[src/fib_consts.svh]
`ifndef FIB_CONSTS_SVH
`define FIB_CONSTS_SVH

// Name geometry on the wire and in the table
`define FIB_NAME_BITS 64
`define FIB_NAME_BYTES 8

// Prefix length field, carried in metadata bits 5:0
`define FIB_LEN_BITS 6

// Hash slot index width and slots per length
`define FIB_HASH_BITS 10
`define FIB_SLOTS 1024

// One bitmap row per possible prefix length
`define FIB_LENGTHS 64

// Outgoing frame: metadata, full name, matched prefix
`define FIB_FRAME_BYTES 17

// Metadata bit set on interest packets, clear on data packets
`define FIB_INTEREST_BIT 7

`endif

[src/fib_pkg.sv]
`include "fib_consts.svh"

package fib_pkg;

    // Bus and header types
    typedef logic [`FIB_NAME_BITS-1:0] name_t;
    typedef logic [7:0] meta_t;
    typedef logic [7:0] byte_t;
    typedef logic [`FIB_LEN_BITS-1:0] plen_t;
    typedef logic [`FIB_HASH_BITS-1:0] hash_t;

    // Packet parser states
    typedef enum logic [1:0] {
        ING_IDLE,
        ING_META,
        ING_NAME
    } ingress_state_t;

    // Longest-prefix search states
    typedef enum logic [1:0] {
        LKP_IDLE,
        LKP_PROBE,
        LKP_WAIT,
        LKP_DONE
    } lookup_state_t;

    // Keep only the bits below len, length 0 gives an empty prefix
    function automatic name_t mask_name(name_t name, plen_t len);
        name_t keep;
        keep = (name_t'(1) << len) - name_t'(1);
        return name & keep;
    endfunction

    // Fold the masked name into a slot index
    function automatic hash_t fib_hash(name_t name, plen_t len);
        name_t masked;
        hash_t h;
        masked = mask_name(name, len);
        h = '0;
        // Full 10-bit slices from bit 0 upward
        for (int i = 0; i < `FIB_NAME_BITS / `FIB_HASH_BITS; i++) begin
            h ^= masked[i*`FIB_HASH_BITS +: `FIB_HASH_BITS];
        end
        // Leftover top bits, zero-extended
        h ^= hash_t'(masked >> ((`FIB_NAME_BITS / `FIB_HASH_BITS) * `FIB_HASH_BITS));
        return h;
    endfunction

endpackage

[src/fib_arbiter.sv]
`timescale 1ns/10ps

module fib_arbiter (
    input  logic            inst_req,
    input  fib_pkg::plen_t  inst_len,
    input  fib_pkg::hash_t  inst_hash,
    input  logic            rd_req,
    input  fib_pkg::plen_t  rd_len,
    input  fib_pkg::hash_t  rd_hash,
    output logic            inst_gnt,
    output logic            rd_gnt,
    output logic            mem_we,
    output logic            mem_re,
    output fib_pkg::plen_t  mem_len,
    output fib_pkg::hash_t  mem_hash
);

    // Install always wins, it lasts one cycle so a read waits at most one
    assign inst_gnt = inst_req;
    assign rd_gnt   = rd_req && !inst_req;

    // Granted access becomes the memory command
    assign mem_we = inst_gnt;
    assign mem_re = rd_gnt;

    // Winner's address onto the single port
    always_comb begin
        if (inst_gnt) begin
            mem_len  = inst_len;
            mem_hash = inst_hash;
        end else begin
            mem_len  = rd_len;
            mem_hash = rd_hash;
        end
    end

endmodule

[config.mk]
export PLATFORM = sky130hd
export DESIGN_NAME = fib_arbiter
export DESIGN_NICKNAME = d
export VERILOG_FILES = /design/src/fib_pkg.sv /design/src/fib_arbiter.sv
export VERILOG_INCLUDE_DIRS = /design/src
export SDC_FILE = /design/constraint.sdc
export NUM_CORES = 1
export LEC_CHECK = 0
export ABC_AREA = 1
export BUFFER_PORTS_ARGS = -buffer_cell sky130_fd_sc_hd__buf_4
export CORE_AREA = 2 2 39 41
export DETAILED_ROUTE_END_ITERATION = 8
export DIE_AREA = 0 0 41 43
export PLACE_DENSITY = 0.79
export SLEW_MARGIN = 10
export SYNTH_ARGS = -nofsm -noshare
export SYNTH_HDL_FRONTEND = slang
export SYNTH_SLANG_ARGS = --single-unit
[constraint.sdc]
create_clock -name vclk -period 0.8
set_input_delay 0.08 -clock vclk [all_inputs]
set_output_delay 0.08 -clock vclk [all_outputs]
set_load 0.01 [all_outputs]
==> results of run 1 <==
layout make-up:
cell class	instances	share of cell area
multi-input combinational	49	0.308
tap	16	0.0314
timing repair buffer	54	0.641
inverter	2	0.0196
per-layer routing:
metal	vias to the layer above	global-route usage
met4	0	0
met5	-	0
met2	37	0.200
met3	0	0.00524
met1	185	0.139
li1	260	-
cell families (layout without fill, tap and decap cells):
logic type | after synthesis | count (layout) | share of synthesized area
buf+inv | 8 | 56 | 0.283
simple gates | 49 | 49 | 0.717
power breakdown:
group / internal (W) / total, W / switching (W)
Clock: 0 / 0 / 0
Sequential: 0 / 0 / 0
Combinational: 0.000224 / 0.000375 / 0.000151
Total: 0.000224 / 0.000375 / 0.000151
metrics by stage:
stage | std cells | hold slack [ns] | util
2_1_floorplan | 57 | 0.250 | -
3_3_place_gp | 121 | 0.427 | 0.458
3_5_place_dp | 121 | 0.429 | 0.458
4_1_cts | 121 | 0.431 | 0.458
5_1_grt | 121 | 0.450 | 0.461
6_report | 121 | 0.430 | 0.461
path summary, 6_finish.rpt:
path | cells past startpoint | to | slack, ns | from
min | 4 | mem_len[2] | 0.43 | rd_len[2]
max | 5 | mem_hash[2] | 0.12 | inst_req
layout by cell type (no fill, tap or decap):
| cell type | count |
|---|---|
| inv_6 | 1 |
| nand2_1 | 43 |
| buf_4 | 53 |
| nand2_2 | 5 |
| inv_1 | 1 |
| buf_6 | 1 |
| nor2_1 | 1 |
timing repair:
action / in CTS / in global routing
gates resized for setup: 0 / 1
hold buffers: 0 / 0
setup buffers: 0 / 0
setup endpoints to repair: 0 / 12
==> results.py, run 1 <==
metrics = {
    "outcome": {
        "outcome": "finished clean",
    },
    "synthesis": {
        "yosys.area.top_type": "nand2_1",
        "netlist_instances": 57,
        "syn_nets": 91,
        "synth_area_um2": 274,
        "synth_top_area_frac": 0.589,
        "synth_commonest_cells": "nand2_1, nand2_2, buf_4",
        "synth.most_common_cell": "nand2_1",
        "yosys_warnings": 0,
        "synth_area_per_cell_um2": 4.81,
        "seq_area_frac_synth": 0,
        "synth_area_leaders": "nand2_1, nand2_2, buf_4",
        "yosysUniqueCellTypes": 8,
    },
    "detailed_routing": {
        "wl_per_cell_um": 8.42,
        "drc": 0,
        "final_antenna_net_count": 0,
        "drt_iter0_drc": 1,
        "met1_length_um": 378,
        "wl_met3_um": 133,
        "vias": 482,
        "finalWirelength_mm": 1.02,
        "dr.pass1.iters": 2,
        "routed.top_layer": "met3",
        "vias_per_cell": 3.98,
        "wl_met2_um": 508,
    },
    "layout": {
        "multi_input_area_um2": 196,
        "clock_buffers": 0,
        "seq_area_um2": 0,
        "fin_nets": 141,
        "drive_gt1_frac": 0.571,
        "antenna_cells": 0,
        "fillers": 162,
        "n_sequential_cell": 0,
        "stdcell_area_um2": 638,
        "areaGrowthSynthToFinish_pct": 133,
    },
    "timing": {
        "fin_crit_ns": 0.681,
        "worstMarginPinSlew_ns": 0.157,
        "rsz0062_at_grt": "no",
        "drv_slew": 0,
        "slew_headroom": 0.895,
        "clock.fmax_mhz": 1470,
        "timing.setup.tns_ns": 0,
        "min_period_over_period": 0.851,
        "setup_viol": 0,
        "setup_slack_ns": 0.119,
        "hold_viol_final": 0,
    },
    "global_route": {
        "antenna_found_initial": 0,
        "track_usage": 0.109,
        "grt_pass1_vias": 361,
        "grt_overflow": 0,
        "grt_max_degree": 21,
        "grt_pass1_wl_mm": 1.44,
    },
    "floorplan": {
        "fp.dieH_um": 43,
        "rows": 14,
        "die_x_um": 41,
        "start_util": 0.198,
        "dieArea_um2": 1760,
        "design.core.area_um2": 1380,
        "io_pins": 54,
    },
    "power_and_ir_drop": {
        "p_leak_nw": 0.417,
        "powerDensity_nw_per_um2": 588,
        "power_w": 0.000375,
        "peakVddDrop_v": 0.000254,
    },
    "place": {
        "place.gp.congestion": 0.655,
        "dp_slack_ns": 0.0410,
        "dp_hpwl_um": 871,
        "port_buffers": 54,
        "place_area_um2": 634,
    },
    "setup_path": {
        "crit_chain": "buf_6, inv_6, nand2_1, nand2_1, buf_4",
        "worstPathRequired_ns": 0.72,
        "cp-start-kind": "input pin",
        "cp_slowest_cell": "buf_6",
        "cp-end-kind": "output pin",
        "cp.arrival_ns": 0.60,
        "crit_path_max_incr_delay_ns": 0.14,
        "crit_fanout": 20,
        "crit_type": "in -> out",
        "cp_num_buf_inv": 3,
        "crit_family": "buffers and inverters",
        "path_common_cell": "nand2_1",
    },
    "min_path": {
        "hold_class": "in -> out",
    },
    "job": {
        "drv_cap": 0,
    },
}
(Power assumes the default switching activity.)
==> run 2: changes to the inputs <==
- ABC_AREA: 1 -> not set
==> results.py, run 2 <==
metrics = {
    "place": {
        "place_area_um2": 688,
        "dp_hpwl_um": 860,
        "dp_slack_ns": -0.0748,
        "port_buffers": 54,
        "dp_cells": 89,
        "place.gp.congestion": 0.663,
    },
    "synthesis": {
        "syn_nets": 56,
        "synth.most_common_cell": "mux2_4",
        "seq_area_frac_synth": 0,
        "synth_area_um2": 277,
        "synth_commonest_cells": "mux2_4, mux2_2, buf_4",
        "yosys.area.top_type": "mux2_4",
        "synth_area_leaders": "mux2_4, mux2_2, buf_4",
        "synth_area_per_cell_um2": 12.6,
        "yosys_warnings": 0,
        "netlist_instances": 22,
        "synth_top_area_frac": 0.489,
        "yosysUniqueCellTypes": 6,
    },
    "setup_path": {
        "cp-end-kind": "output pin",
        "crit_type": "in -> out",
        "crit_fanout": 8,
        "cp-start-kind": "input pin",
        "worstPathRequired_ns": 0.72,
        "cp.arrival_ns": 0.75,
    },
    "timing": {
        "rsz0062_at_grt": "yes",
        "hold_viol_final": 0,
        "drv_slew": 0,
        "fin_crit_ns": 0.828,
        "setup_viol": 16,
        "clock.fmax_mhz": 1210,
        "setup_slack_ns": -0.0283,
        "min_period_over_period": 1.04,
        "fin_hold_ws_ns": 0.454,
        "worstMarginPinSlew_ns": 0.0661,
        "slew_headroom": 0.956,
    },
    "layout": {
        "clock_buffers": 0,
        "seq_area_um2": 0,
        "fin_cells": 90,
        "fin_nets": 110,
        "final_common_cell": "buf_4",
        "stdcell_area_um2": 815,
        "fillers": 130,
        "areaGrowthSynthToFinish_pct": 195,
        "antenna_cells": 0,
        "layout_common_cells": "buf_4, mux2_4, buf_6",
        "n_sequential_cell": 0,
        "drive_gt1_frac": 1.00,
    },
    "detailed_routing": {
        "finalWirelength_um": 993,
        "vias": 386,
        "final_antenna_net_count": 0,
        "wl_per_cell_um": 11.0,
        "drt_iter0_drc": 0,
        "drc": 0,
        "vias_per_cell": 4.29,
        "dr.pass1.iters": 1,
    },
    "global_route": {
        "grt_pass1_wl_mm": 1.47,
        "grt_pass1_vias": 397,
        "antenna_found_initial": 0,
        "track_usage": 0.112,
        "grt_overflow": 0,
        "grt_max_degree": 9,
    },
    "power_and_ir_drop": {
        "peakVddDrop_v": 0.000299,
        "powerDensity_nw_per_um2": 623,
        "p_leak_nw": 0.452,
    },
    "floorplan": {
        "io_pins": 54,
        "fp.dieH_um": 43,
        "design.core.area_um2": 1380,
        "rows": 14,
        "start_util": 0.200,
        "dieArea_um2": 1760,
        "die_x_um": 41,
    },
    "cts": {
        "cts_setup_buffers": 0,
        "holdBufCountCts": 0,
    },
    "min_path": {
        "worstHoldStart": "inst_len[4]",
        "min_to": "mem_len[4]",
        "hold_depth": 3,
        "hold_class": "in -> out",
    },
    "outcome": {
        "violations": "setup timing",
        "outcome": "complete, but fails checks",
    },
    "job": {
        "drv_cap": 0,
    },
}
[run 2: cell types whose count changed after synthesis, sizes merged]
cell,before,now
inv,2,0
mux2,0,16
and2b,0,1
buf,6,5
nor2,1,0
nand2,48,0
[run 2: cell families after synthesis]
logic type             share of synthesized area
buffers and inverters                      0.195
muxes                                      0.774
and+or+nand+nor                           0.0317
[run 2: repair_timing]
action / CTS / global route
endpoints found under the setup margin: 16 / 16
gates cloned: 1 / 0
gates resized for setup: 27 / 0
[run 2: routing by layer]
layer,vias up,track usage,part of all wire
met3,0,0.0314,0.18
met4,0,0,0
met2,37,0.241,0.55
met1,167,0.0918,0.27
li1,182,-,-
met5,-,0,0
[run 2: layout make-up]
| class | instances | area [µm²] | share of cell area |
|---|---|---|---|
| well taps | 16 | 20.0 | 0.0246 |
| multi-input cells | 17 | 249 | 0.306 |
| repair buffers | 57 | 546 | 0.670 |
[run 2: per-stage QoR]
stage | power (W) | TNS (ns) | util
floorplan | 0.000181 | 0 | -
global placement | 0.000410 | -0.934 | 0.497
detailed placement | 0.000417 | -1.01 | 0.497
CTS | 0.000514 | -0.378 | 0.589
global route | 0.000541 | -0.545 | 0.589
finish | 0.000507 | -0.334 | 0.589
[run 2: worst max-delay path: stages]
cell	delay [ns]
buf_12	0.11
buf_12	0.13
mux2_4	0.30
buf_6	0.12
[run 2: worst max-delay path by stage]
stage	start	slack, ns	depth (start not counted)	to
detailed placement	inst_req	-0.07	4	mem_hash[4]
floorplan	inst_req	0.009	4	rd_gnt
finish	inst_req	-0.03	4	mem_hash[2]
global route	inst_req	-0.04	4	mem_len[5]
global placement	inst_req	-0.07	4	mem_hash[7]
CTS	inst_req	-0.03	4	mem_hash[2]
[run 2: report_power, final]
group          leakage (nW)  internal (W)  total (W)  switching (W)
Sequential                0             0          0              0
Clock                     0             0          0              0
Combinational         0.452      0.000363   0.000507       0.000144
Total                 0.452      0.000363   0.000507       0.000144
