### src/fib_consts.svh
`ifndef FIB_CONSTS_SVH
`define FIB_CONSTS_SVH

// Name geometry on the wire and in the table
`define FIB_NAME_BITS 64
`define FIB_NAME_BYTES 8

// Prefix length field, carried in metadata bits 5:0
`define FIB_LEN_BITS 6

// Hash slot index width and slots per length
`define FIB_HASH_BITS 10
`define FIB_SLOTS 1024

// One bitmap row per possible prefix length
`define FIB_LENGTHS 64

// Outgoing frame: metadata, full name, matched prefix
`define FIB_FRAME_BYTES 17

// Metadata bit set on interest packets, clear on data packets
`define FIB_INTEREST_BIT 7

`endif

### src/fib_pkg.sv
`include "fib_consts.svh"

package fib_pkg;

    // Bus and header types
    typedef logic [`FIB_NAME_BITS-1:0] name_t;
    typedef logic [7:0] meta_t;
    typedef logic [7:0] byte_t;
    typedef logic [`FIB_LEN_BITS-1:0] plen_t;
    typedef logic [`FIB_HASH_BITS-1:0] hash_t;

    // Packet parser states
    typedef enum logic [1:0] {
        ING_IDLE,
        ING_META,
        ING_NAME
    } ingress_state_t;

    // Longest-prefix search states
    typedef enum logic [1:0] {
        LKP_IDLE,
        LKP_PROBE,
        LKP_WAIT,
        LKP_DONE
    } lookup_state_t;

    // Keep only the bits below len, length 0 gives an empty prefix
    function automatic name_t mask_name(name_t name, plen_t len);
        name_t keep;
        keep = (name_t'(1) << len) - name_t'(1);
        return name & keep;
    endfunction

    // Fold the masked name into a slot index
    function automatic hash_t fib_hash(name_t name, plen_t len);
        name_t masked;
        hash_t h;
        masked = mask_name(name, len);
        h = '0;
        // Full 10-bit slices from bit 0 upward
        for (int i = 0; i < `FIB_NAME_BITS / `FIB_HASH_BITS; i++) begin
            h ^= masked[i*`FIB_HASH_BITS +: `FIB_HASH_BITS];
        end
        // Leftover top bits, zero-extended
        h ^= hash_t'(masked >> ((`FIB_NAME_BITS / `FIB_HASH_BITS) * `FIB_HASH_BITS));
        return h;
    endfunction

endpackage

### src/fib_spi_tx.sv
`timescale 1ns/10ps
`include "fib_consts.svh"

module fib_spi_tx (
    input  logic            clk,
    input  logic            rst,
    input  logic            tx_start,
    input  fib_pkg::meta_t  tx_meta,
    input  fib_pkg::name_t  tx_name,
    input  fib_pkg::name_t  tx_match,
    output logic            tx_busy,
    output logic            fib_to_spi_data_flag,
    output fib_pkg::byte_t  data_fib_to_spi
);

    localparam int FRAME_BYTES = `FIB_FRAME_BYTES;
    localparam int FRAME_BITS  = FRAME_BYTES * 8;

    logic [FRAME_BITS-1:0] frame_sr;
    logic [4:0]            byte_cnt;
    logic                  load;

    assign load = tx_start && !fib_to_spi_data_flag;

    // Top byte of the shift register is always the one on the bus
    assign data_fib_to_spi = frame_sr[FRAME_BITS-1 -: 8];
    assign tx_busy = fib_to_spi_data_flag;

    always_ff @(posedge clk or posedge rst) begin
        if (rst) begin
            fib_to_spi_data_flag <= 1'b0;
            byte_cnt             <= '0;
        end else if (load) begin
            fib_to_spi_data_flag <= 1'b1;
            byte_cnt             <= 5'(FRAME_BYTES);
        end else if (fib_to_spi_data_flag) begin
            byte_cnt <= byte_cnt - 5'd1;
            // Last byte is on the bus now
            if (byte_cnt == 5'd1) begin
                fib_to_spi_data_flag <= 1'b0;
            end
        end
    end

    // Metadata first, then full name, then matched prefix, all MSB first
    always_ff @(posedge clk) begin
        if (load) begin
            frame_sr <= {tx_meta, tx_name, tx_match};
        end else if (fib_to_spi_data_flag) begin
            frame_sr <= frame_sr << 8;
        end
    end

    // A frame never runs past its 17 bytes
    a_frame_len: assert property (@(posedge clk) disable iff (rst)
        $rose(fib_to_spi_data_flag) |-> ##FRAME_BYTES !fib_to_spi_data_flag);

endmodule

### config.mk
export PLATFORM = sky130hd
export DESIGN_NAME = fib_spi_tx
export DESIGN_NICKNAME = d
export VERILOG_FILES = /design/src/fib_pkg.sv /design/src/fib_spi_tx.sv
export VERILOG_INCLUDE_DIRS = /design/src
export SDC_FILE = /design/constraint.sdc
export NUM_CORES = 1
export LEC_CHECK = 0
export ABC_CLOCK_PERIOD_IN_PS = 5400
export BUFFER_PORTS_ARGS = -buffer_cell sky130_fd_sc_hd__buf_2
export CAP_MARGIN = 40
export CORE_AREA = 4 4 113 169
export CTS_CLUSTER_DIAMETER = 80
export DETAILED_ROUTE_END_ITERATION = 8
export DIE_AREA = 0 0 117 173
export GPL_ROUTABILITY_DRIVEN = 0
export MAX_ROUTING_LAYER = met4
export PLACE_DENSITY_LB_ADDON = 0.08
export SETUP_SLACK_MARGIN = 0.2
export SYNTH_ARGS = -nofsm -noshare
export SYNTH_HDL_FRONTEND = slang
export SYNTH_SLANG_ARGS = --single-unit
### constraint.sdc
create_clock -name clk -period 5.4 [get_ports clk]
set_clock_uncertainty 0.05 [all_clocks]
set_input_delay 0.81 -clock clk [delete_from_list [all_inputs] [get_ports clk]]
set_output_delay 0.81 -clock clk [all_outputs]
set_load 0.1 [all_outputs]
==> summary.txt, run 1 <==
Critical path
  • CP arrival: 1.52 ns
  • CP bufs+invs: 1
  • Crit-path cells: buf_2
  • Critical path origin: fib_to_spi_data_flag$_DFF_PP0_
  • Reg2reg start: fib_to_spi_data_flag$_DFF_PP0_
  • Levels on crit path: 1
  • Critical-path top delay cell: dfrtp_1
  • Worst path required time: 4.54 ns
  • R2R cell count: 3
  • Crit path largest cell delay: 0.60 ns
  • Worst Setup EP: fib_to_spi_data_flag
  • R2r endpoint: frame_sr[54]$_DFFE_PP_
  • Worst Setup End Kind: output port
  • CP Class: reg -> out
  • Flop2flop setup slack: 3.28 ns
  • Worst Setup Start Kind: flip-flop
  • Worst-path fanout max: 14
  • CP top delay family: flip-flops

Logic synthesis
  • Post-Syn Nets: 470
  • Sequential area share after synthesis: 0.693
  • Yosys top cell by area: edfxtp_1
  • Mapped cell area: 6110 um^2
  • Yosys cell types: 22
  • Synth top area cells: edfxtp_1, mux2_2, dfrtp_1
  • Ys Warns: 0
  • Avg Cell Area, Syn: 18.6 um^2
  • FF+latch count, synth: 142
  • Post-synth top area share: 0.668
  • Mapped Cells: 329

Final layout
  • Post-route insts no fill: 709
  • Fin nets: 615
  • Area grow syn2layout: 24.5%
  • Share of cells above drive strength 1: 0.639

Clocking
  • Clk slew on worst S/H paths: 0.06 ns
  • # clock sinks: 142
  • CTS tree: built
  • Post-CTS setup buffer count: 0
  • Total CTS buffers: 17
  • CTS Root Cell: clkbuf_16
  • Worst-Skew Late Latency: 0.40 ns
  • Cts hold-fix bufs: 0
  • Number of gates resized after cts: 0
  • Clk buf depth: 2
  • H-tree depth: 4

Global routing
  • Largest net degree at the start of global routing: 139
  • Congestion Overflow GR: 0
  • M3 GR Usage: 0.0480
  • GRT met1 Usage: 0.132
  • Vias in the first global route: 3502
  • Initial antenna violation count: 5
  • Grt peak-use layer: met2
  • GR Util met2: 0.180
  • First-pass GRT wire length: 17.3 mm
  • Gr usage total: 0.116

Placement
  • Placed Cells: 672
  • Dpl hpwl: 7.42 mm
  • IO buf count: 148

Power and ir drop
  • Power Dens Cells: 560 nW/um^2
  • Worst vdd ir: 0.198 mV
  • Final Power: 4.26 mW
  • Leakage: 3.24 nW

Timing
  • Slew headroom: 0.427
  • Pins Over Slew Limit: 0
  • Fin crit period: 2.38 ns
  • Final setup vio count: 0
  • Fmax: 0.421 GHz
  • Hold Fails Final Rpt: 0
  • Final worst-path cycle share: 0.440
  • RSZ-0062 raised after global routing: false
  • Sum Neg Setup Slack: 0 ns
  • Slew @ Worst Pin: 0.860 ns

Drt
  • Drt via density: 4.49
  • Final wirelength: 11.4 mm
  • DR iter-0 viols: 184
  • Routed WL per cell: 16.0 um
  • TritonRoute pass-1 iters: 4
  • # DRC: 0
  • Antenna viol nets, final: 0
  • Via count: 3186

Hold path
  • Hold Crit Class: in -> async

Die
  • Die W: 117 um
  • Initial Util: 0.345
  • Die Y: 173 um
  • Die area: 20200 um^2
  • Row Count: 60
  • Boundary pin count: 149
  • Core region area: 17700 um^2

Outcome
  • Outcome: complete, no violations

Job
  • Max cap viols: 0
## through the flow
step / cell area [um^2] / setup slack [ns] / hold WS (ns) / utilization
after floorplan: 6110 / 0.840 / 0.424 / -
after CTS: 7600 / 3.01 / 0.243 / 0.429
after detailed placement: 6960 / 2.94 / 0.484 / 0.393
final: 7610 / 3.02 / 0.259 / 0.430
after global routing: 7610 / 2.95 / 0.258 / 0.430
after global placement: 6930 / 2.67 / 0.450 / 0.391
## kinds of logic (layout without fill, tap and decap cells)
| group | Yosys count | after routing | synth area share |
|---|---|---|---|
| other cells | 0 | 5 | 0 |
| buf+inv | 31 | 189 | 0.0405 |
| flops | 142 | 142 | 0.693 |
| simple gates | 18 | 18 | 0.0182 |
| mux | 128 | 128 | 0.236 |
| compound gates | 8 | 8 | 0.00860 |
| fa+ha+maj | 2 | 2 | 0.00409 |
## sequential cells by signal, indices dropped and copies added (netlist names)
name	count
byte_cnt	5
fib_to_spi_data_flag	1
frame_sr	136
## cells in the mapped netlist, drive strengths merged
| cell | n |
|---|---|
| a311oi | 1 |
| edfxtp | 136 |
| a41oi | 1 |
| mux2 | 128 |
| dfrtp | 6 |
| o21ai | 2 |
| buf | 25 |
| nand2 | 2 |
| nor3 | 1 |
| o31ai | 2 |
| nor2b | 2 |
| nand2b | 1 |
| nor2 | 2 |
| inv | 6 |
| and3 | 1 |
| a21oi | 2 |
| nor4b | 1 |
| and2 | 8 |
| ha | 2 |
## worst register-to-register path, stage by stage (launching register included)
cell	delay, ns
dfrtp_1	0.53
nor2b_4	0.19
buf_12	0.42
mux2_2	0.69
## how the worst min path moves through the flow
| stage | slack [ns] | to | startpoint | depth (start not counted) |
|---|---|---|---|---|
| after global routing | 0.26 | byte_cnt[0]$_DFFE_PP0P_ | rst | 2 |
| after floorplan | 0.42 | byte_cnt[2]$_DFFE_PP0P_ | byte_cnt[2]$_DFFE_PP0P_ | 1 |
| after detailed placement | 0.48 | frame_sr[41]$_DFFE_PP_ | frame_sr[33]$_DFFE_PP_ | 1 |
| final | 0.26 | byte_cnt[3]$_DFFE_PP0P_ | rst | 2 |
| after CTS | 0.24 | byte_cnt[0]$_DFFE_PP0P_ | rst | 2 |
| after global placement | 0.45 | byte_cnt[2]$_DFFE_PP0P_ | byte_cnt[2]$_DFFE_PP0P_ | 1 |
## power by group
part,switching (mW),internal [mW]
sequential,0.127,1.83
combinational,0.556,0.473
clock,0.455,0.820
total,1.14,3.12
## layout by cell type (no fill, tap or decap), types with 3 or more instances in the layout
cell type,netlist,layout
dfrtp_1,6,6
edfxtp_1,136,136
inv_1,6,5
mux2_2,128,128
clkinv_2,0,3
and2_1,8,8
inv_6,0,4
diode_2,0,5
bufinv_16,0,5
clkbuf_16,0,17
buf_2,3,148
## final cells by class
type / instances / area (um^2)
Multi-Input combinational cell: 156 / 1630
Fill cell: 1608 / 10100
Timing Repair Buffer: 151 / 796
Inverter: 6 / 27.5
Clock inverter: 15 / 215
Tap cell: 217 / 272
Antenna cell: 5 / 12.5
Sequential cell: 142 / 4230
Clock buffer: 17 / 425
## metal layers
| metal | part of all wire | up-vias |
|---|---|---|
| li1 | - | 1555 |
| met1 | 0.41 | 1516 |
| met2 | 0.50 | 107 |
| met3 | 0.081 | 8 |
| met4 | 0.011 | 0 |
| met5 | 0 | - |
Note: power is estimated with default switching activity, not from simulation.
==> run 2: changes to the inputs <==
--- a/config.mk
+++ b/config.mk
@@ -6,7 +6,7 @@
 export SDC_FILE = /design/constraint.sdc
 export NUM_CORES = 1
 export LEC_CHECK = 0
-export ABC_CLOCK_PERIOD_IN_PS = 5400
+export ABC_CLOCK_PERIOD_IN_PS = 2460
 export BUFFER_PORTS_ARGS = -buffer_cell sky130_fd_sc_hd__buf_2
 export CAP_MARGIN = 40
 export CORE_AREA = 4 4 113 169
==> constraint.sdc (replaced) <==
create_clock -name clk -period 2.46 [get_ports clk]
set_clock_uncertainty 0.05 [all_clocks]
set_input_delay 0.369 -clock clk [delete_from_list [all_inputs] [get_ports clk]]
set_output_delay 0.369 -clock clk [all_outputs]
set_load 0.1 [all_outputs]
==> summary.txt, run 2 (same netlist as run 1, synthesis figures left out) <==
Drt
  • Antenna viol nets, final: 0 (unchanged)
  • # DRC: 0 (unchanged)
  • DR iter-0 viols: 123 (-33%)
  • TritonRoute pass-1 iters: 4 (unchanged)
  • Final wirelength: 11.8 mm (+3.5%)
  • Routed WL per cell: 16.4 um (+2.5%)
  • Drt via density: 4.58 (+2.0%)
  • Via count: 3281 (+3.0%)

Hold path
  • Hold Path Cell Cnt: 2
  • Hold Crit Class: in -> reg
  • Hold Startpoint: tx_start
  • Worst hold path endpoint: byte_cnt[1]$_DFFE_PP0P_

Die
  • Die W: 117 um (unchanged)
  • Core region area: 17700 um^2 (unchanged)
  • Die Y: 173 um (unchanged)
  • Boundary pin count: 149 (unchanged)
  • Die area: 20200 um^2 (unchanged)
  • Initial Util: 0.345 (unchanged)
  • Row Count: 60 (unchanged)

Final layout
  • Biggest register: frame_sr
  • Number of flip-flops in the largest register: 136 (unchanged)
  • Area of the multi-input gates: 1640 um^2 (+0.46%)
  • Commonest cells after routing, fill and taps aside: buf_2, edfxtp_1, mux2_2
  • Biggest regs: frame_sr x136, byte_cnt x5, fib_to_spi_data_flag x1
  • Post-route insts no fill: 716 (+0.99%)
  • Commonest non-fill, non-tap cell in the layout: buf_2
  • Final Util: 0.432 (+0.00282)
  • Final Cell Area: 7660 um^2 (+0.66%)
  • Share of cells above drive strength 1: 0.648 (+0.00928)
  • Register area: 4240 um^2 (about the same)
  • Fin nets: 627 (+2.0%)
  • Area grow syn2layout: 25.4%
  • # fillers: 1633 (+1.6%)

Global routing
  • Largest net degree at the start of global routing: 38 (-73%)
  • First-pass GRT wire length: 18.1 mm (+4.5%)
  • Initial antenna violation count: 2 (-3)
  • Vias in the first global route: 3533 (+0.89%)
  • Gr usage total: 0.123 (+0.00690)
  • Congestion Overflow GR: 0 (unchanged)

Clocking
  • # clock sinks: 142 (unchanged)
  • CTS tree: built
  • Worst-Skew Late Latency: 0.41 ns (about the same)
  • Clk slew on worst S/H paths: 0.06 ns (about the same)
  • Number of gates resized after cts: 0 (unchanged)
  • Total CTS buffers: 17 (unchanged)
  • H-tree depth: 4 (unchanged)
  • Clk buf depth: 2 (unchanged)
  • CTS Root Cell: clkbuf_16

Timing
  • Slew headroom: 0.631 (+0.205)
  • Sum Neg Setup Slack: 0 ns (unchanged)
  • Hold Fails Final Rpt: 0 (unchanged)
  • Final setup vio count: 0 (unchanged)
  • Final worst-path cycle share: 0.781
  • Worst setup margin: 0.540 ns (-2.48 ns)
  • Fin crit period: 1.92 ns
  • Fmax: 0.521 GHz
  • Pins Over Slew Limit: 0 (unchanged)
  • WHS: 0.174 ns (-0.0855 ns)
  • RSZ-0062 raised after global routing: false
  • Slew @ Worst Pin: 0.552 ns (-0.308 ns)

Outcome
  • Outcome: complete, no violations

Critical path
  • Critical-path top delay cell: dfrtp_4
  • Crit path largest cell delay: 0.55 ns (-0.05 ns)
  • Worst-path fanout max: 37 (+23)
  • Reg2reg start: fib_to_spi_data_flag$_DFF_PP0_
  • Worst Setup End Kind: flip-flop
  • Flop2flop setup slack: 0.54 ns (-2.74 ns)
  • R2R cell count: 3 (unchanged)
  • CP bufs+invs: 1 (unchanged)
  • Worst path required time: 2.56 ns (-1.98 ns)
  • R2r endpoint: frame_sr[86]$_DFFE_PP_
  • CP top delay family: flip-flops
  • Worst Setup Start Kind: flip-flop
  • CP Class: reg -> reg
  • CP arrival: 2.03 ns (+0.51 ns)
  • Crit-path cells: nor2b_4 > buf_12 > mux2_2

Power and ir drop
  • Final Power: 8.98 mW (+110%)
  • Worst vdd ir: 0.421 mV (+110%)
  • Leakage: 3.26 nW (+0.70%)
  • Power Dens Cells: 1170 nW/um^2 (+110%)

Placement
  • Placed Cells: 683 (+1.6%)
  • Dpl hpwl: 8.46 mm (+14%)
  • Placed Area: 7120 um^2 (+2.3%)
  • DP Worst Slack: 0.508 ns (-2.43 ns)
  • IO buf count: 148 (unchanged)

Job
  • Max cap viols: 0 (unchanged)
[run 2: worst max path at each step]
| stage | to | start | slack [ns] | depth (start not counted) |
|---|---|---|---|---|
| 5_1_grt | frame_sr[94]$_DFFE_PP_ | fib_to_spi_data_flag$_DFF_PP0_ | 0.43 | 3 |
| 3_3_place_gp | frame_sr[134]$_DFFE_PP_ | fib_to_spi_data_flag$_DFF_PP0_ | 0.56 | 3 |
| 3_5_place_dp | frame_sr[132]$_DFFE_PP_ | fib_to_spi_data_flag$_DFF_PP0_ | 0.51 | 3 |
| 2_1_floorplan | frame_sr[0]$_SDFFCE_PN0P_ | fib_to_spi_data_flag$_DFF_PP0_ | -0.92 | 3 |
| 6_report | frame_sr[86]$_DFFE_PP_ | fib_to_spi_data_flag$_DFF_PP0_ | 0.54 | 3 |
| 4_1_cts | frame_sr[92]$_DFFE_PP_ | fib_to_spi_data_flag$_DFF_PP0_ | 0.50 | 3 |
[run 2: routing by layer]
metal  vias up  global-route usage  wire, um  part of all wire
met5         -                   -         0                 0
met2       109               0.200      6090              0.52
li1       1576                   -         -                 -
met1      1584               0.134      4560              0.39
met3        12              0.0466       930             0.079
met4         0              0.0473       191             0.016
[run 2: what timing repair did]
item                      in CTS  in global routing
hold buffers                   1                  0
hold endpoints to repair       6                  0
buffers inserted               0                  0
[run 2: worst register-to-register path, cell delays in order, from the launching register on]
cell and delay, ns:
dfrtp_4 0.55, nor2b_4 0.40, buf_12 0.27, mux2_2 0.39
[run 2: final cells by class]
type	count	share of cell area
Clock buffer	17	0.0555
Sequential cell	142	0.553
Inverter	6	0.00343
Timing Repair Buffer	163	0.125
Clock inverter	13	0.0134
Tap cell	217	0.0354
Antenna cell	2	0.000653
Multi-Input combinational cell	156	0.214
[run 2: report_power, final]
group	leakage, nW	switching (mW)	internal [mW]
sequential	1.63	0.289	4.02
combinational	1.37	1.24	1.11
clock	0.255	0.957	1.36
total	3.26	2.48	6.49
