File: config.mk
export PLATFORM = sky130hd
export DESIGN_NAME = fib_ingress
export DESIGN_NICKNAME = d
export VERILOG_FILES = /design/src/fib_pkg.sv /design/src/fib_ingress.sv
export VERILOG_INCLUDE_DIRS = /design/src
export SDC_FILE = /design/constraint.sdc
export NUM_CORES = 1
export LEC_CHECK = 0
export BUFFER_PORTS_ARGS = -buffer_cell sky130_fd_sc_hd__buf_2
export CAP_MARGIN = 20
export CORE_UTILIZATION = 30
export CTS_CLUSTER_SIZE = 10
export DETAILED_ROUTE_END_ITERATION = 16
export PLACE_DENSITY = 0.46
export SLEW_MARGIN = 20
export SYNTH_ARGS = -nofsm -noshare
export SYNTH_HDL_FRONTEND = slang
export SYNTH_SLANG_ARGS = --single-unit
File: constraint.sdc
create_clock -name clk -period 5.5 [get_ports clk]
set_input_delay 0.825 -clock clk [delete_from_list [all_inputs] [get_ports clk]]
set_output_delay 0.825 -clock clk [all_outputs]
set_load 0.01 [all_outputs]
File: src/fib_consts.svh
`ifndef FIB_CONSTS_SVH
`define FIB_CONSTS_SVH

// Name geometry on the wire and in the table
`define FIB_NAME_BITS 64
`define FIB_NAME_BYTES 8

// Prefix length field, carried in metadata bits 5:0
`define FIB_LEN_BITS 6

// Hash slot index width and slots per length
`define FIB_HASH_BITS 10
`define FIB_SLOTS 1024

// One bitmap row per possible prefix length
`define FIB_LENGTHS 64

// Outgoing frame: metadata, full name, matched prefix
`define FIB_FRAME_BYTES 17

// Metadata bit set on interest packets, clear on data packets
`define FIB_INTEREST_BIT 7

`endif

File: src/fib_pkg.sv
`include "fib_consts.svh"

package fib_pkg;

    // Bus and header types
    typedef logic [`FIB_NAME_BITS-1:0] name_t;
    typedef logic [7:0] meta_t;
    typedef logic [7:0] byte_t;
    typedef logic [`FIB_LEN_BITS-1:0] plen_t;
    typedef logic [`FIB_HASH_BITS-1:0] hash_t;

    // Packet parser states
    typedef enum logic [1:0] {
        ING_IDLE,
        ING_META,
        ING_NAME
    } ingress_state_t;

    // Longest-prefix search states
    typedef enum logic [1:0] {
        LKP_IDLE,
        LKP_PROBE,
        LKP_WAIT,
        LKP_DONE
    } lookup_state_t;

    // Keep only the bits below len, length 0 gives an empty prefix
    function automatic name_t mask_name(name_t name, plen_t len);
        name_t keep;
        keep = (name_t'(1) << len) - name_t'(1);
        return name & keep;
    endfunction

    // Fold the masked name into a slot index
    function automatic hash_t fib_hash(name_t name, plen_t len);
        name_t masked;
        hash_t h;
        masked = mask_name(name, len);
        h = '0;
        // Full 10-bit slices from bit 0 upward
        for (int i = 0; i < `FIB_NAME_BITS / `FIB_HASH_BITS; i++) begin
            h ^= masked[i*`FIB_HASH_BITS +: `FIB_HASH_BITS];
        end
        // Leftover top bits, zero-extended
        h ^= hash_t'(masked >> ((`FIB_NAME_BITS / `FIB_HASH_BITS) * `FIB_HASH_BITS));
        return h;
    endfunction

endpackage

File: src/fib_ingress.sv
`timescale 1ns/10ps
`include "fib_consts.svh"

module fib_ingress (
    input  logic            clk,
    input  logic            rst,
    input  logic            rx_valid,
    input  fib_pkg::byte_t  data_spi_to_fib,
    input  logic            inst_gnt,
    output logic            prefix_ready,
    output fib_pkg::name_t  pit_out_prefix,
    output fib_pkg::meta_t  pit_out_metadata,
    output logic            inst_req,
    output fib_pkg::plen_t  inst_len,
    output fib_pkg::hash_t  inst_hash
);

    fib_pkg::ingress_state_t state;
    logic [2:0]              byte_cnt;
    fib_pkg::meta_t          meta_q;
    fib_pkg::name_t          name_sr;
    fib_pkg::name_t          name_full;
    logic                    last_byte;
    logic                    is_interest;

    // Name as it stands once the current byte is shifted in
    assign name_full = {name_sr[`FIB_NAME_BITS-9:0], data_spi_to_fib};

    // Eighth name byte on the bus this cycle
    assign last_byte = rx_valid && (state == fib_pkg::ING_NAME) && (byte_cnt == '0);
    assign is_interest = meta_q[`FIB_INTEREST_BIT];

    always_ff @(posedge clk or posedge rst) begin
        if (rst) begin
            state        <= fib_pkg::ING_IDLE;
            byte_cnt     <= '0;
            prefix_ready <= 1'b0;
            inst_req     <= 1'b0;
        end else begin
            // PIT strobe lasts a single cycle
            prefix_ready <= 1'b0;
            // Arbiter answers in the same cycle
            if (inst_gnt) begin
                inst_req <= 1'b0;
            end
            case (state)
                fib_pkg::ING_IDLE: begin
                    // First valid byte of a packet is the metadata
                    if (rx_valid) begin
                        byte_cnt <= 3'(`FIB_NAME_BYTES - 1);
                        state    <= fib_pkg::ING_META;
                    end
                end
                fib_pkg::ING_META, fib_pkg::ING_NAME: begin
                    if (rx_valid) begin
                        byte_cnt <= byte_cnt - 3'd1;
                        state    <= fib_pkg::ING_NAME;
                        if (byte_cnt == '0) begin
                            state <= fib_pkg::ING_IDLE;
                            // Interests go to the PIT, data installs a prefix
                            if (is_interest) begin
                                prefix_ready <= 1'b1;
                            end else begin
                                inst_req <= 1'b1;
                            end
                        end
                    end
                end
                default: state <= fib_pkg::ING_IDLE;
            endcase
        end
    end

    // Packet fields and outputs toward PIT and arbiter
    always_ff @(posedge clk) begin
        if (rx_valid && (state == fib_pkg::ING_IDLE)) begin
            meta_q <= data_spi_to_fib;
        end
        // MSB first, so older bytes move up
        if (rx_valid && (state != fib_pkg::ING_IDLE)) begin
            name_sr <= name_full;
        end
        if (last_byte && is_interest) begin
            pit_out_prefix   <= name_full;
            pit_out_metadata <= meta_q;
        end
        if (last_byte && !is_interest) begin
            inst_len  <= meta_q[`FIB_LEN_BITS-1:0];
            inst_hash <= fib_pkg::fib_hash(name_full, meta_q[`FIB_LEN_BITS-1:0]);
        end
    end

endmodule

==> results of run 1 <==
## power breakdown
part | total (W) | internal, W | switching (W)
sequential | 0.00170 | 0.00157 | 0.000130
combinational | 0.000825 | 0.000341 | 0.000485
clock | 0.00122 | 0.000720 | 0.000504
## sequential cells by signal, summed over array words and instances (netlist names)
name              count
meta_q                8
inst_req              1
inst_hash            10
name_sr              56
byte_cnt              3
state                 2
inst_len              6
pit_out_metadata      8
prefix_ready          1
pit_out_prefix       64
## cells by family after synthesis
logic type,share of synthesized area [%]
DFF,66.9
adders and majority gates,1.06
AOI/OAI and AO/OA,11.1
and+or+nand+nor,10.5
xor gates and xnor gates,7.12
muxes,0.565
buffers and inverters,2.76
## layout make-up
class                      count  area (um2)  area share [%]
clock buffer                  17         425            4.98
clock inverter                15         186            2.18
inverter                      13        48.8           0.571
multi-input combinational    319        2160            25.3
sequential                   159        4740            55.4
tap                          313         392            4.58
timing repair buffer         111         593            6.94
## stage by stage
step	utilization, %	setup WS (ns)	total power [W]	cells
after floorplan	-	0.812	0.00230	522
after global placement	34.6	1.90	0.00254	914
after detailed placement	34.6	1.77	0.00256	914
after CTS	37.2	1.75	0.00379	946
after global routing	37.3	1.52	0.00393	947
final	37.3	1.75	0.00375	947
## cells in the final DEF, fill, tap and decap left out, types with 3 or more instances in the layout
| cell type | instances |
|---|---|
| nand2b_1 | 3 |
| nor2b_1 | 5 |
| buf_4 | 9 |
| o22ai_1 | 7 |
| nand4_1 | 7 |
| and3_1 | 10 |
| mux2i_1 | 4 |
| a22o_1 | 3 |
| inv_1 | 12 |
| nor2_1 | 18 |
| or3_1 | 4 |
| clkinv_4 | 4 |
| a31oi_1 | 8 |
| or2_2 | 3 |
| inv_6 | 3 |
| o21ai_0 | 38 |
| bufinv_16 | 3 |
| o21a_1 | 5 |
| and2_1 | 3 |
| nor4b_1 | 4 |
| xor2_1 | 12 |
| xnor3_1 | 8 |
| a21boi_0 | 8 |
| clkbuf_16 | 17 |
| nand3_1 | 18 |
| a21oi_1 | 26 |
| edfxtp_1 | 152 |
| nor3_1 | 4 |
| nor4_1 | 3 |
| ha_1 | 6 |
| clkinvlp_4 | 4 |
| buf_2 | 101 |
| nand2_1 | 44 |
| xnor2_1 | 25 |
| dfrtp_1 | 7 |
## how the worst max path moves through the flow
| stage | end | slack, ns |
|---|---|---|
| detailed placement | inst_hash[0] | 1.77 |
| global placement | inst_hash[0] | 1.90 |
| finish | inst_hash[0] | 1.75 |
| global route | inst_hash[0] | 1.52 |
| floorplan | pit_out_metadata[0] | 0.81 |
| CTS | inst_hash[0] | 1.75 |
## metal layers
metal  GRT usage (%)  wire length (um)
met1            23.1              9150
met2            25.9              8860
met3            3.89               951
met4            4.81               219
met5               0                 0
## worst max-delay path, delay by kind of cell, from the launching register on
family,cells,cell delay (ns)
flip-flops,1,0.83
XOR/XNOR,3,0.94
AO/OA/AOI/OAI,1,0.34
buffers and inverters,1,0.20
AND/OR/NAND/NOR,3,0.61
adder cells (fa/ha/maj),1,0.57
==> metrics.md, run 1 <==
| Metric | Value |
|---|---|
| Number of fill cells in the layout | about 2.2k |
| Final Max Slew Viols | 0 |
| DIE AREA | 24200 um2 |
| Post-route minimum period | 3.75 ns |
| Worst-Skew Late Latency | 0.43 ns |
| Area added between synthesis and finish | 20.7% |
| Sequential area share after synthesis | 66.9% |
| Final instance area | 8550 um2 |
| RR Startpoint | meta_q[0] |
| FP Rows | 55 |
| PostCTS Resize Cnt | 0 |
| Leakage power | 3.07 nW |
| Die height | ~160 um |
| Synthesis-stage register bit count | ~160 |
| Synth area leaders | edfxtp_1, xnor2_1, o21ai_0, xnor3_1, dfrtp_1 |
| Slew at the pin closest to its max-slew limit | 0.827 ns |
| Placed Area | about 8000 um2 |
| Post-Route WL | 19.2 mm |
| Clock Path Buffers | 2 |
| Post-route ant nets | 0 |
| DRT iter0 DRCs | 371 |
| Syn Nets | 540 |
| Postcts setup bufs | 0 |
| Crit end category | flip-flop |
| Post-DP HPWL | 13.0 mm |
| Port buffer count | 101 |
| Most common cell in the netlist | edfxtp_1 |
| CTS sink cnt | 159 |
| CP cell instances | nor2_1, nand3_1, ha_1, inv_1, a31oi_1, xnor2_1, nand2_1, xnor3_1, xnor3_1 |
| Relative slew slack | 44.1% |
| Critical Path Start | meta_q[0] |
| Max-cap violations | 0 |
| Worst R2R Setup Slack | roughly 1.8 ns |
| Worst EP arrival | 3.92 ns |
| Startpoint Class | flip-flop |
| Mapped cell area | 7080 um2 |
| Critical path's largest stage delay | 0.83 ns |
| GR Overflow Total | 0 |
| WHS | around 0.31 ns |
| CP max-delay cell | edfxtp_1 |
| RSZ-0062 raised after global routing | false |
| Post-synthesis cell count | 522 |
| Reg2Reg Capture Point | inst_hash[0] |
| Final clock skew | about 0.012 ns |
| Routed len/inst | around 20 um |
| Async set-reset flop share out of synthesis | ~4.4% |
| Status | complete, no violations |
| Synth Flop Type | edfxtp_1 |
| CP Class | reg2reg |
| GRT Resource Usage Total | 16.6% |
| Most frequent CP cell | xnor3_1 |
| Cell taking the most area after synthesis | edfxtp_1 |
| DRT Pass-1 Iters | 4 |
| Vias | between 4k and 5k |
| Synth unique cells | 64 |
| Vias per inst | 4.90 |
| H-tree levels | 4 |
| Final Wtd Congestion | roughly 0.85 |
| Max IR drop VDD | 0.000196 V |
| Register-to-Register Path Depth | 9 |
| Starting Density | 30.9% |
| Finish-stage setup viols | 0 |
| Clock transition at the registers of the reported paths | roughly 0.070 ns |
| CORE AREA | around 23000 um2 |
| Largest net degree at the start of global routing | 57 |
| Post-synth EDFFs | around 150 |
| Syn avg cell area | 13.6 um2 |
| Req. time, crit path | around 5.7 ns |
| Top cell type's share of synthesized area | 64.5% |
| Yosys warns | 0 |
| IO Count | 102 |
| Setup TNS | 0 ns |
| Synth cell count leaders | edfxtp_1, nand2_1, o21ai_0 |
| Share of layout cells above drive strength 1 | 24.9% |
| Final-stage net count | 639 |
| Num CTS Buffers | 17 |
| Power per cell area | around 440 nW/um2 |
| Crit share post-route | 68.1% |
| Fmax | 267 MHz |
| Global-route wire length before repair | between 20 and 30 mm |
| TritonCTS clock tree | built |
| Worst Hold Class | in2async |
| Vias in the first global route | 4730 |
| Die width | 156 um |
| Hold_buf cts | 0 |
| Root buf cell | clkbuf_16 |
| Antenna violations before repair | 0 |
| Critical path peak fanout | 20 |
| Fin. Hold Viols | 0 |
| DRC | 0 |
| Ant diodes | 0 |
Power figures use the tool's default switching activity.
==> run 2: changes to the inputs <==
--- a/config.mk
+++ b/config.mk
@@ -11,7 +11,7 @@
 export CORE_UTILIZATION = 30
 export CTS_CLUSTER_SIZE = 10
 export DETAILED_ROUTE_END_ITERATION = 16
-export PLACE_DENSITY = 0.46
+export PLACE_DENSITY = 0.48
 export SLEW_MARGIN = 20
 export SYNTH_ARGS = -nofsm -noshare
 export SYNTH_HDL_FRONTEND = slang
==> constraint.sdc (replaced) <==
create_clock -name clk -period 3 [get_ports clk]
set_input_delay 0.45 -clock clk [delete_from_list [all_inputs] [get_ports clk]]
set_output_delay 0.45 -clock clk [all_outputs]
set_load 0.01 [all_outputs]
==> run 2 against run 1 <==
  * Cell count rose by 2.0%
  * Largest cell class unchanged
  * Combinational power rose by 95%
  * Sequential power rose by 83%
  * Register-to-register slack got worse by 1.7 ns
  * Clock skew fell by 0.00058 ns
  * Worst hold slack got worse by 0.086 ns
  * Sequential share of layout area fell by 1.3 points
  * Fmax rose by 28%
  * Critical path type unchanged
  * Core utilization rose by 0.90 points
  * Die area did not move
  * Global-route usage fell by 0.32 points
==> metrics.md, run 2 (synthesis results as in run 1) <==
| Metric | Value |
|---|---|
| Status | complete, no violations |
| CP Class | reg2reg |
| Routed len/inst | 19.4 um |
| Clock transition at the registers of the reported paths | 0.06 ns |
| Starting Density | 30.9% |
| Largest regs | pit_out_prefix: 64 flops, name_sr: 56 flops, inst_hash: 10 flops |
| Crit share post-route | roughly 98% |
| Clock Path Buffers | 2 |
| Post-route ant nets | 0 |
| Worst EP arrival | 3.09 ns |
| DIE AREA | ~24000 um2 |
| Die height | ~160 um |
| Ant diodes | 0 |
| Relative slew slack | 59.1% |
| Worst R2R Setup Slack | 0.07 ns |
| Largest net degree at the start of global routing | 49 |
| DRT Pass-1 Iters | 5 |
| Antenna violations before repair | 0 |
| Die width | 156 um |
| FP Rows | 55 |
| Root buf cell | clkbuf_16 |
| H-tree levels | 4 |
| Startpoint Class | flip-flop |
| Largest Register | pit_out_prefix |
| Fmax | approximately 340 MHz |
| Final Max Slew Viols | 0 |
| DRT iter0 DRCs | 349 |
| RSZ-0062 raised after global routing | false |
| Post-DP HPWL | 13.2 mm |
| Vias per inst | between 4 and 5 |
| Reg2Reg Capture Point | inst_hash[8] |
| Share of layout cells above drive strength 1 | 27.4% |
| Max reg flops | 64 |
| Final instance area | 8750 um2 |
| Vias | between 4k and 5k |
| Max IR drop VDD | 0.000383 V |
| Max-cap violations | 0 |
| Met2 wire length | around 8.6 mm |
| Crit end category | flip-flop |
| RR Startpoint | meta_q[3] |
| IO Count | slightly above 100 |
| CORE AREA | 22900 um2 |
| Met1 WL | 8.97 mm |
| Placed Area | about 8100 um2 |
| Area of the multi-input gates | 2180 um2 |
| Worst Hold Class | in2reg |
| Worst-Skew Late Latency | 0.43 ns |
| Slew at the pin closest to its max-slew limit | slightly above 0.6 ns |
| Final-stage net count | around 660 |
| Vias in the first global route | 4797 |
| Global-route wire length before repair | 29.0 mm |
| Most common cell after layout, fill and taps aside | edfxtp_1 |
| Leakage power | between 3 and 4 nW |
| CTS sink cnt | 159 |
| Hold_sp | inst_gnt |
| Most frequent cells in the layout | edfxtp_1, buf_2, nand2_1, o21ai_0 |
| Setup TNS | 0 ns |
| Area added between synthesis and finish | 23.6% |
| Req. time, crit path | 3.17 ns |
| GR Overflow Total | 0 |
| Port buffer count | 101 |
| Fin. Hold Viols | 0 |
| Critical path peak fanout | 39 |
| Post-Route WL | approximately 19 mm |
| TritonCTS clock tree | built |
| Final Wtd Congestion | 0.811 |
| GRT Resource Usage Total | ~16% |
| Top layer used by detailed routing | met4 |
| DRC | 0 |
| Register-to-Register Path Depth | 7 |
| Worst Hold Depth | 2 |
| Num CTS Buffers | 17 |
| Routed met3 length | 865 um |
| Reg area | 4740 um2 |
| Power per cell area | 804 nW/um2 |
| Number of fill cells in the layout | 2225 |
| Finish-stage setup viols | 0 |
| Post-route minimum period | between 2 and 3 ns |
| Final clock skew | 0.0112 ns |
| Postcts setup bufs | 0 |
| Hold EP | inst_req |
==> run 2: cell count changes in the layout (fill, tap and decap cells not counted), moves of 3 or more <==
cell	delta
buf_4	+17
clkinv_2	+3
clkinvlp_4	-3
inv_6	-3
==> run 2: per-stage QoR <==
step	hold WS, ns	utilization [%]	total power (W)	instances	setup slack (ns)
after floorplan	0.253	-	0.00421	522	0.00628
after global placement	0.386	35.4	0.00472	934	0.124
after detailed placement	0.400	35.4	0.00476	934	0.132
after CTS	0.203	38.1	0.00710	966	0.0954
after global routing	0.226	38.2	0.00738	966	0.00307
final	0.228	38.2	0.00704	966	0.0747
==> run 2: area by class of cell <==
cell class	instances	share of cell area [%]
Clock buffer	18	4.90
Clock inverter	13	2.23
Inverter	13	0.600
Multi-Input combinational cell	319	24.9
Sequential cell	159	54.1
Tap cell	313	4.47
Timing Repair Buffer	131	8.80
==> run 2: where the power goes <==
part	leakage [nW]	internal, W	switching, W
registers	1.48	0.00288	0.000225
clock network	0.308	0.00146	0.000856
logic	1.41	0.000693	0.000919
total	3.20	0.00504	0.00200
==> run 2: worst max path at each step <==
stage	startpoint	endpoint	cells after the start
5_1_grt	meta_q[5]	inst_hash[8]	8
4_1_cts	meta_q[5]	inst_hash[8]	8
3_5_place_dp	meta_q[5]	inst_hash[8]	8
6_report	meta_q[3]	inst_hash[8]	7
2_1_floorplan	meta_q[1]	inst_hash[2]	13
3_3_place_gp	meta_q[5]	inst_hash[8]	8
==> run 2: what timing repair did <==
item	CTS	global route
endpoints found under the hold margin	7	0
endpoints found under the setup margin	0	4
hold buffers	1	0
gates resized for setup	0	6
==> run 2: worst max-delay path, cell delays in order, from the launching register on <==
cell,delay [ns]
edfxtp_1,0.44
buf_12,0.21
or4_4,0.65
a31o_4,0.30
a31o_1,0.20
a21boi_2,0.14
xor2_1,0.27
xnor3_1,0.44
==> run 2: per-layer routing <==
| metal | vias to the layer above | GRT usage, % |
|---|---|---|
| met2 | 123 | 24.8 |
| li1 | 2210 | - |
| met3 | 15 | 3.61 |
| met5 | - | 0 |
| met4 | 0 | 5.42 |
| met1 | 2363 | 23.0 |
==> run 3: changes to the inputs <==
--- a/config.mk
+++ b/config.mk
@@ -12,6 +12,7 @@
 export CTS_CLUSTER_SIZE = 10
 export DETAILED_ROUTE_END_ITERATION = 16
 export PLACE_DENSITY = 0.48
+export RECOVER_POWER = 100
 export SLEW_MARGIN = 20
 export SYNTH_ARGS = -nofsm -noshare
 export SYNTH_HDL_FRONTEND = slang
==> run 3 against run 2 <==
  * Power is 0.22% lower
  * Die area is the same
  * Critical path depth did not move
  * Worst hold slack worse by 0.0014 ns
  * Fmax barely moved
  * Register-to-register slack is essentially flat
  * Critical endpoint unchanged
==> metrics.md, run 3 (synthesis results as in run 1) <==
| Metric | Value |
|---|---|
| IO Count | around 100 |
| Critical path's largest stage delay | about 0.65 ns |
| Hold EP | inst_req |
| Worst R2R Setup Slack | 0.08 ns |
| Routed len/inst | between 15 and 20 um |
| Startpoint Class | flip-flop |
| Antenna violations before repair | 0 |
| Vias | 4706 |
| Postcts setup bufs | 0 |
| CP Class | reg2reg |
| Share of layout cells above drive strength 1 | 11.6% |
| Num CTS Buffers | 17 |
| Final Max Slew Viols | 0 |
| Non-Filler Instances | 966 |
| Max reg flops | 64 |
| Register-to-Register Path Depth | 7 |
| Sequential power share | 44.3% |
| Largest net degree at the start of global routing | 49 |
| Leakage power | slightly below 3 nW |
| Post-route minimum period | 2.92 ns |
| Critical path peak fanout | 39 |
| Post-Route WL | 18.7 mm |
| Switch share | 28.4% |
| Post-DP HPWL | 13.2 mm |
| CTS sink cnt | about 160 |
| Max IR drop VDD | about 0.00038 V |
| Clock Path Buffers | 2 |
| Fmax | 342 MHz |
| Switching power | 0.00199 W |
| Port buffer count | 101 |
| DRC | 0 |
| Post-layout util | between 30% and 40% |
| Worst EP arrival | 3.09 ns |
| Req. time, crit path | 3.17 ns |
| Final clock skew | 0.0105 ns |
| Slew at the pin closest to its max-slew limit | 1.34 ns |
| Total Power | 0.00702 W |
| Root buf cell | clkbuf_16 |
| Crit end category | flip-flop |
| DIE AREA | 24200 um2 |
| Max-cap violations | 0 |
| Area added between synthesis and finish | 21.5% |
| TritonCTS clock tree | built |
| Post-route ant nets | 0 |
| Clock transition at the registers of the reported paths | 0.06 ns |
| Vias in the first global route | 4797 |
| Power per cell area | 816 nW/um2 |
| Pint | 0.00503 W |
| Vias per inst | 4.87 |
| CORE AREA | 22900 um2 |
| Ant diodes | 0 |
| Setup TNS | 0 ns |
| Clock power share | approximately 33% |
| Placed cell count | 934 |
| Reg2Reg Capture Point | inst_hash[8] |
| Hold_sp | inst_gnt |
| CP max-delay cell | or4_4 |
| RR Startpoint | meta_q[3] |
| Final-stage net count | 659 |
| GRT Resource Usage Total | 16.3% |
| Largest Register | pit_out_prefix |
| Starting Density | 30.9% |
| Global-route wire length before repair | 29.0 mm |
| Die height | ~160 um |
| Die width | 156 um |
| FP Rows | between 50 and 60 |
| Final Wtd Congestion | ~0.81 |
| H-tree levels | 4 |
| DRT iter0 DRCs | 384 |
| Finish-stage setup viols | 0 |
| Relative slew slack | 10.4% |
| Largest regs | pit_out_prefix: 64 flops, name_sr: 56 flops, inst_hash: 10 flops |
| Status | complete, no violations |
| Logic pwr share | a little under a quarter |
| Critical Path Start | meta_q[3] |
| Worst Hold Depth | 2 |
| RSZ-0062 raised after global routing | false |
| Most frequent cells in the layout | edfxtp_1, clkbuf_1, nand2_1, o21ai_0, a21oi_1 |
| Fin. Hold Viols | 0 |
| Worst-Skew Late Latency | ~0.43 ns |
| DRT Pass-1 Iters | 5 |
| CP cell instances | buf_12, or4_4, a31o_4, a31o_1, a21boi_2, xor2_1, xnor3_1 |
| Crit share post-route | 97.4% |
| Most common cell after layout, fill and taps aside | edfxtp_1 |
| GR Overflow Total | 0 |
| Worst Hold Class | in2reg |
run 3: changes by cell type in the layout (fill, tap and decap cells not counted), sizes merged:
| cell | before | now |
|---|---|---|
| clkbuf | 18 | 123 |
| buf | 130 | 25 |
run 3: what timing repair did:
| action | in CTS | in global routing |
|---|---|---|
| setup endpoints to repair | 0 | 4 |
| gates resized for setup | 0 | 6 |
| endpoints found under the hold margin | 7 | 0 |
| hold buffers | 1 | 0 |
run 3: worst max-delay path by stage:
stage	end	slack [ns]	depth (start not counted)
final	inst_hash[8]	0.08	7
after global routing	inst_hash[8]	0.003	8
after CTS	inst_hash[8]	0.1	8
after detailed placement	inst_hash[8]	0.13	8
after global placement	inst_hash[8]	0.12	8
after floorplan	inst_hash[2]	0.006	13
run 3: worst max-delay path, delay by kind of cell, from the launching register on:
| family | cells | cell delay, ns |
|---|---|---|
| xor+xnor | 2 | 0.71 |
| simple gates | 1 | 0.65 |
| compound gates | 3 | 0.64 |
| flops | 1 | 0.44 |
| buf+inv | 1 | 0.21 |
run 3: area by class of cell:
cell class | count | area [um2]
clock buffer | 18 | 429
clock inverter | 13 | 195
fill | 2260 | 14300
inverter | 13 | 52.6
multi-input combinational | 319 | 2170
sequential | 159 | 4740
tap | 313 | 392
timing repair buffer | 131 | 626
run 3: routing by layer:
| layer | vias up | wire, um | GRT usage [%] |
|---|---|---|---|
| met1 | 2358 | 8990 | 23.0 |
| met5 | - | 0 | 0 |
| met4 | 0 | 296 | 5.42 |
| met2 | 122 | 8600 | 24.8 |
| li1 | 2211 | - | - |
| met3 | 15 | 817 | 3.61 |
run 3: metrics by stage:
step	hold WS (ns)	worst slack [ns]	area, um2
after floorplan	0.253	0.00628	7100
final	0.226	0.0772	8600
after detailed placement	0.400	0.132	8110
after global routing	0.226	0.00307	8600
after global placement	0.386	0.124	8110
after CTS	0.203	0.0954	8740
run 3: power by group through the flow:
stage | Sequential (W) | Clock (W) | Combinational (W)
global placement | 0.00315 | 0 | 0.00157
finish | 0.00311 | 0.00231 | 0.00160
floorplan | 0.00305 | 0 | 0.00116
global route | 0.00315 | 0.00247 | 0.00176
CTS | 0.00311 | 0.00237 | 0.00162
detailed placement | 0.00316 | 0 | 0.00160
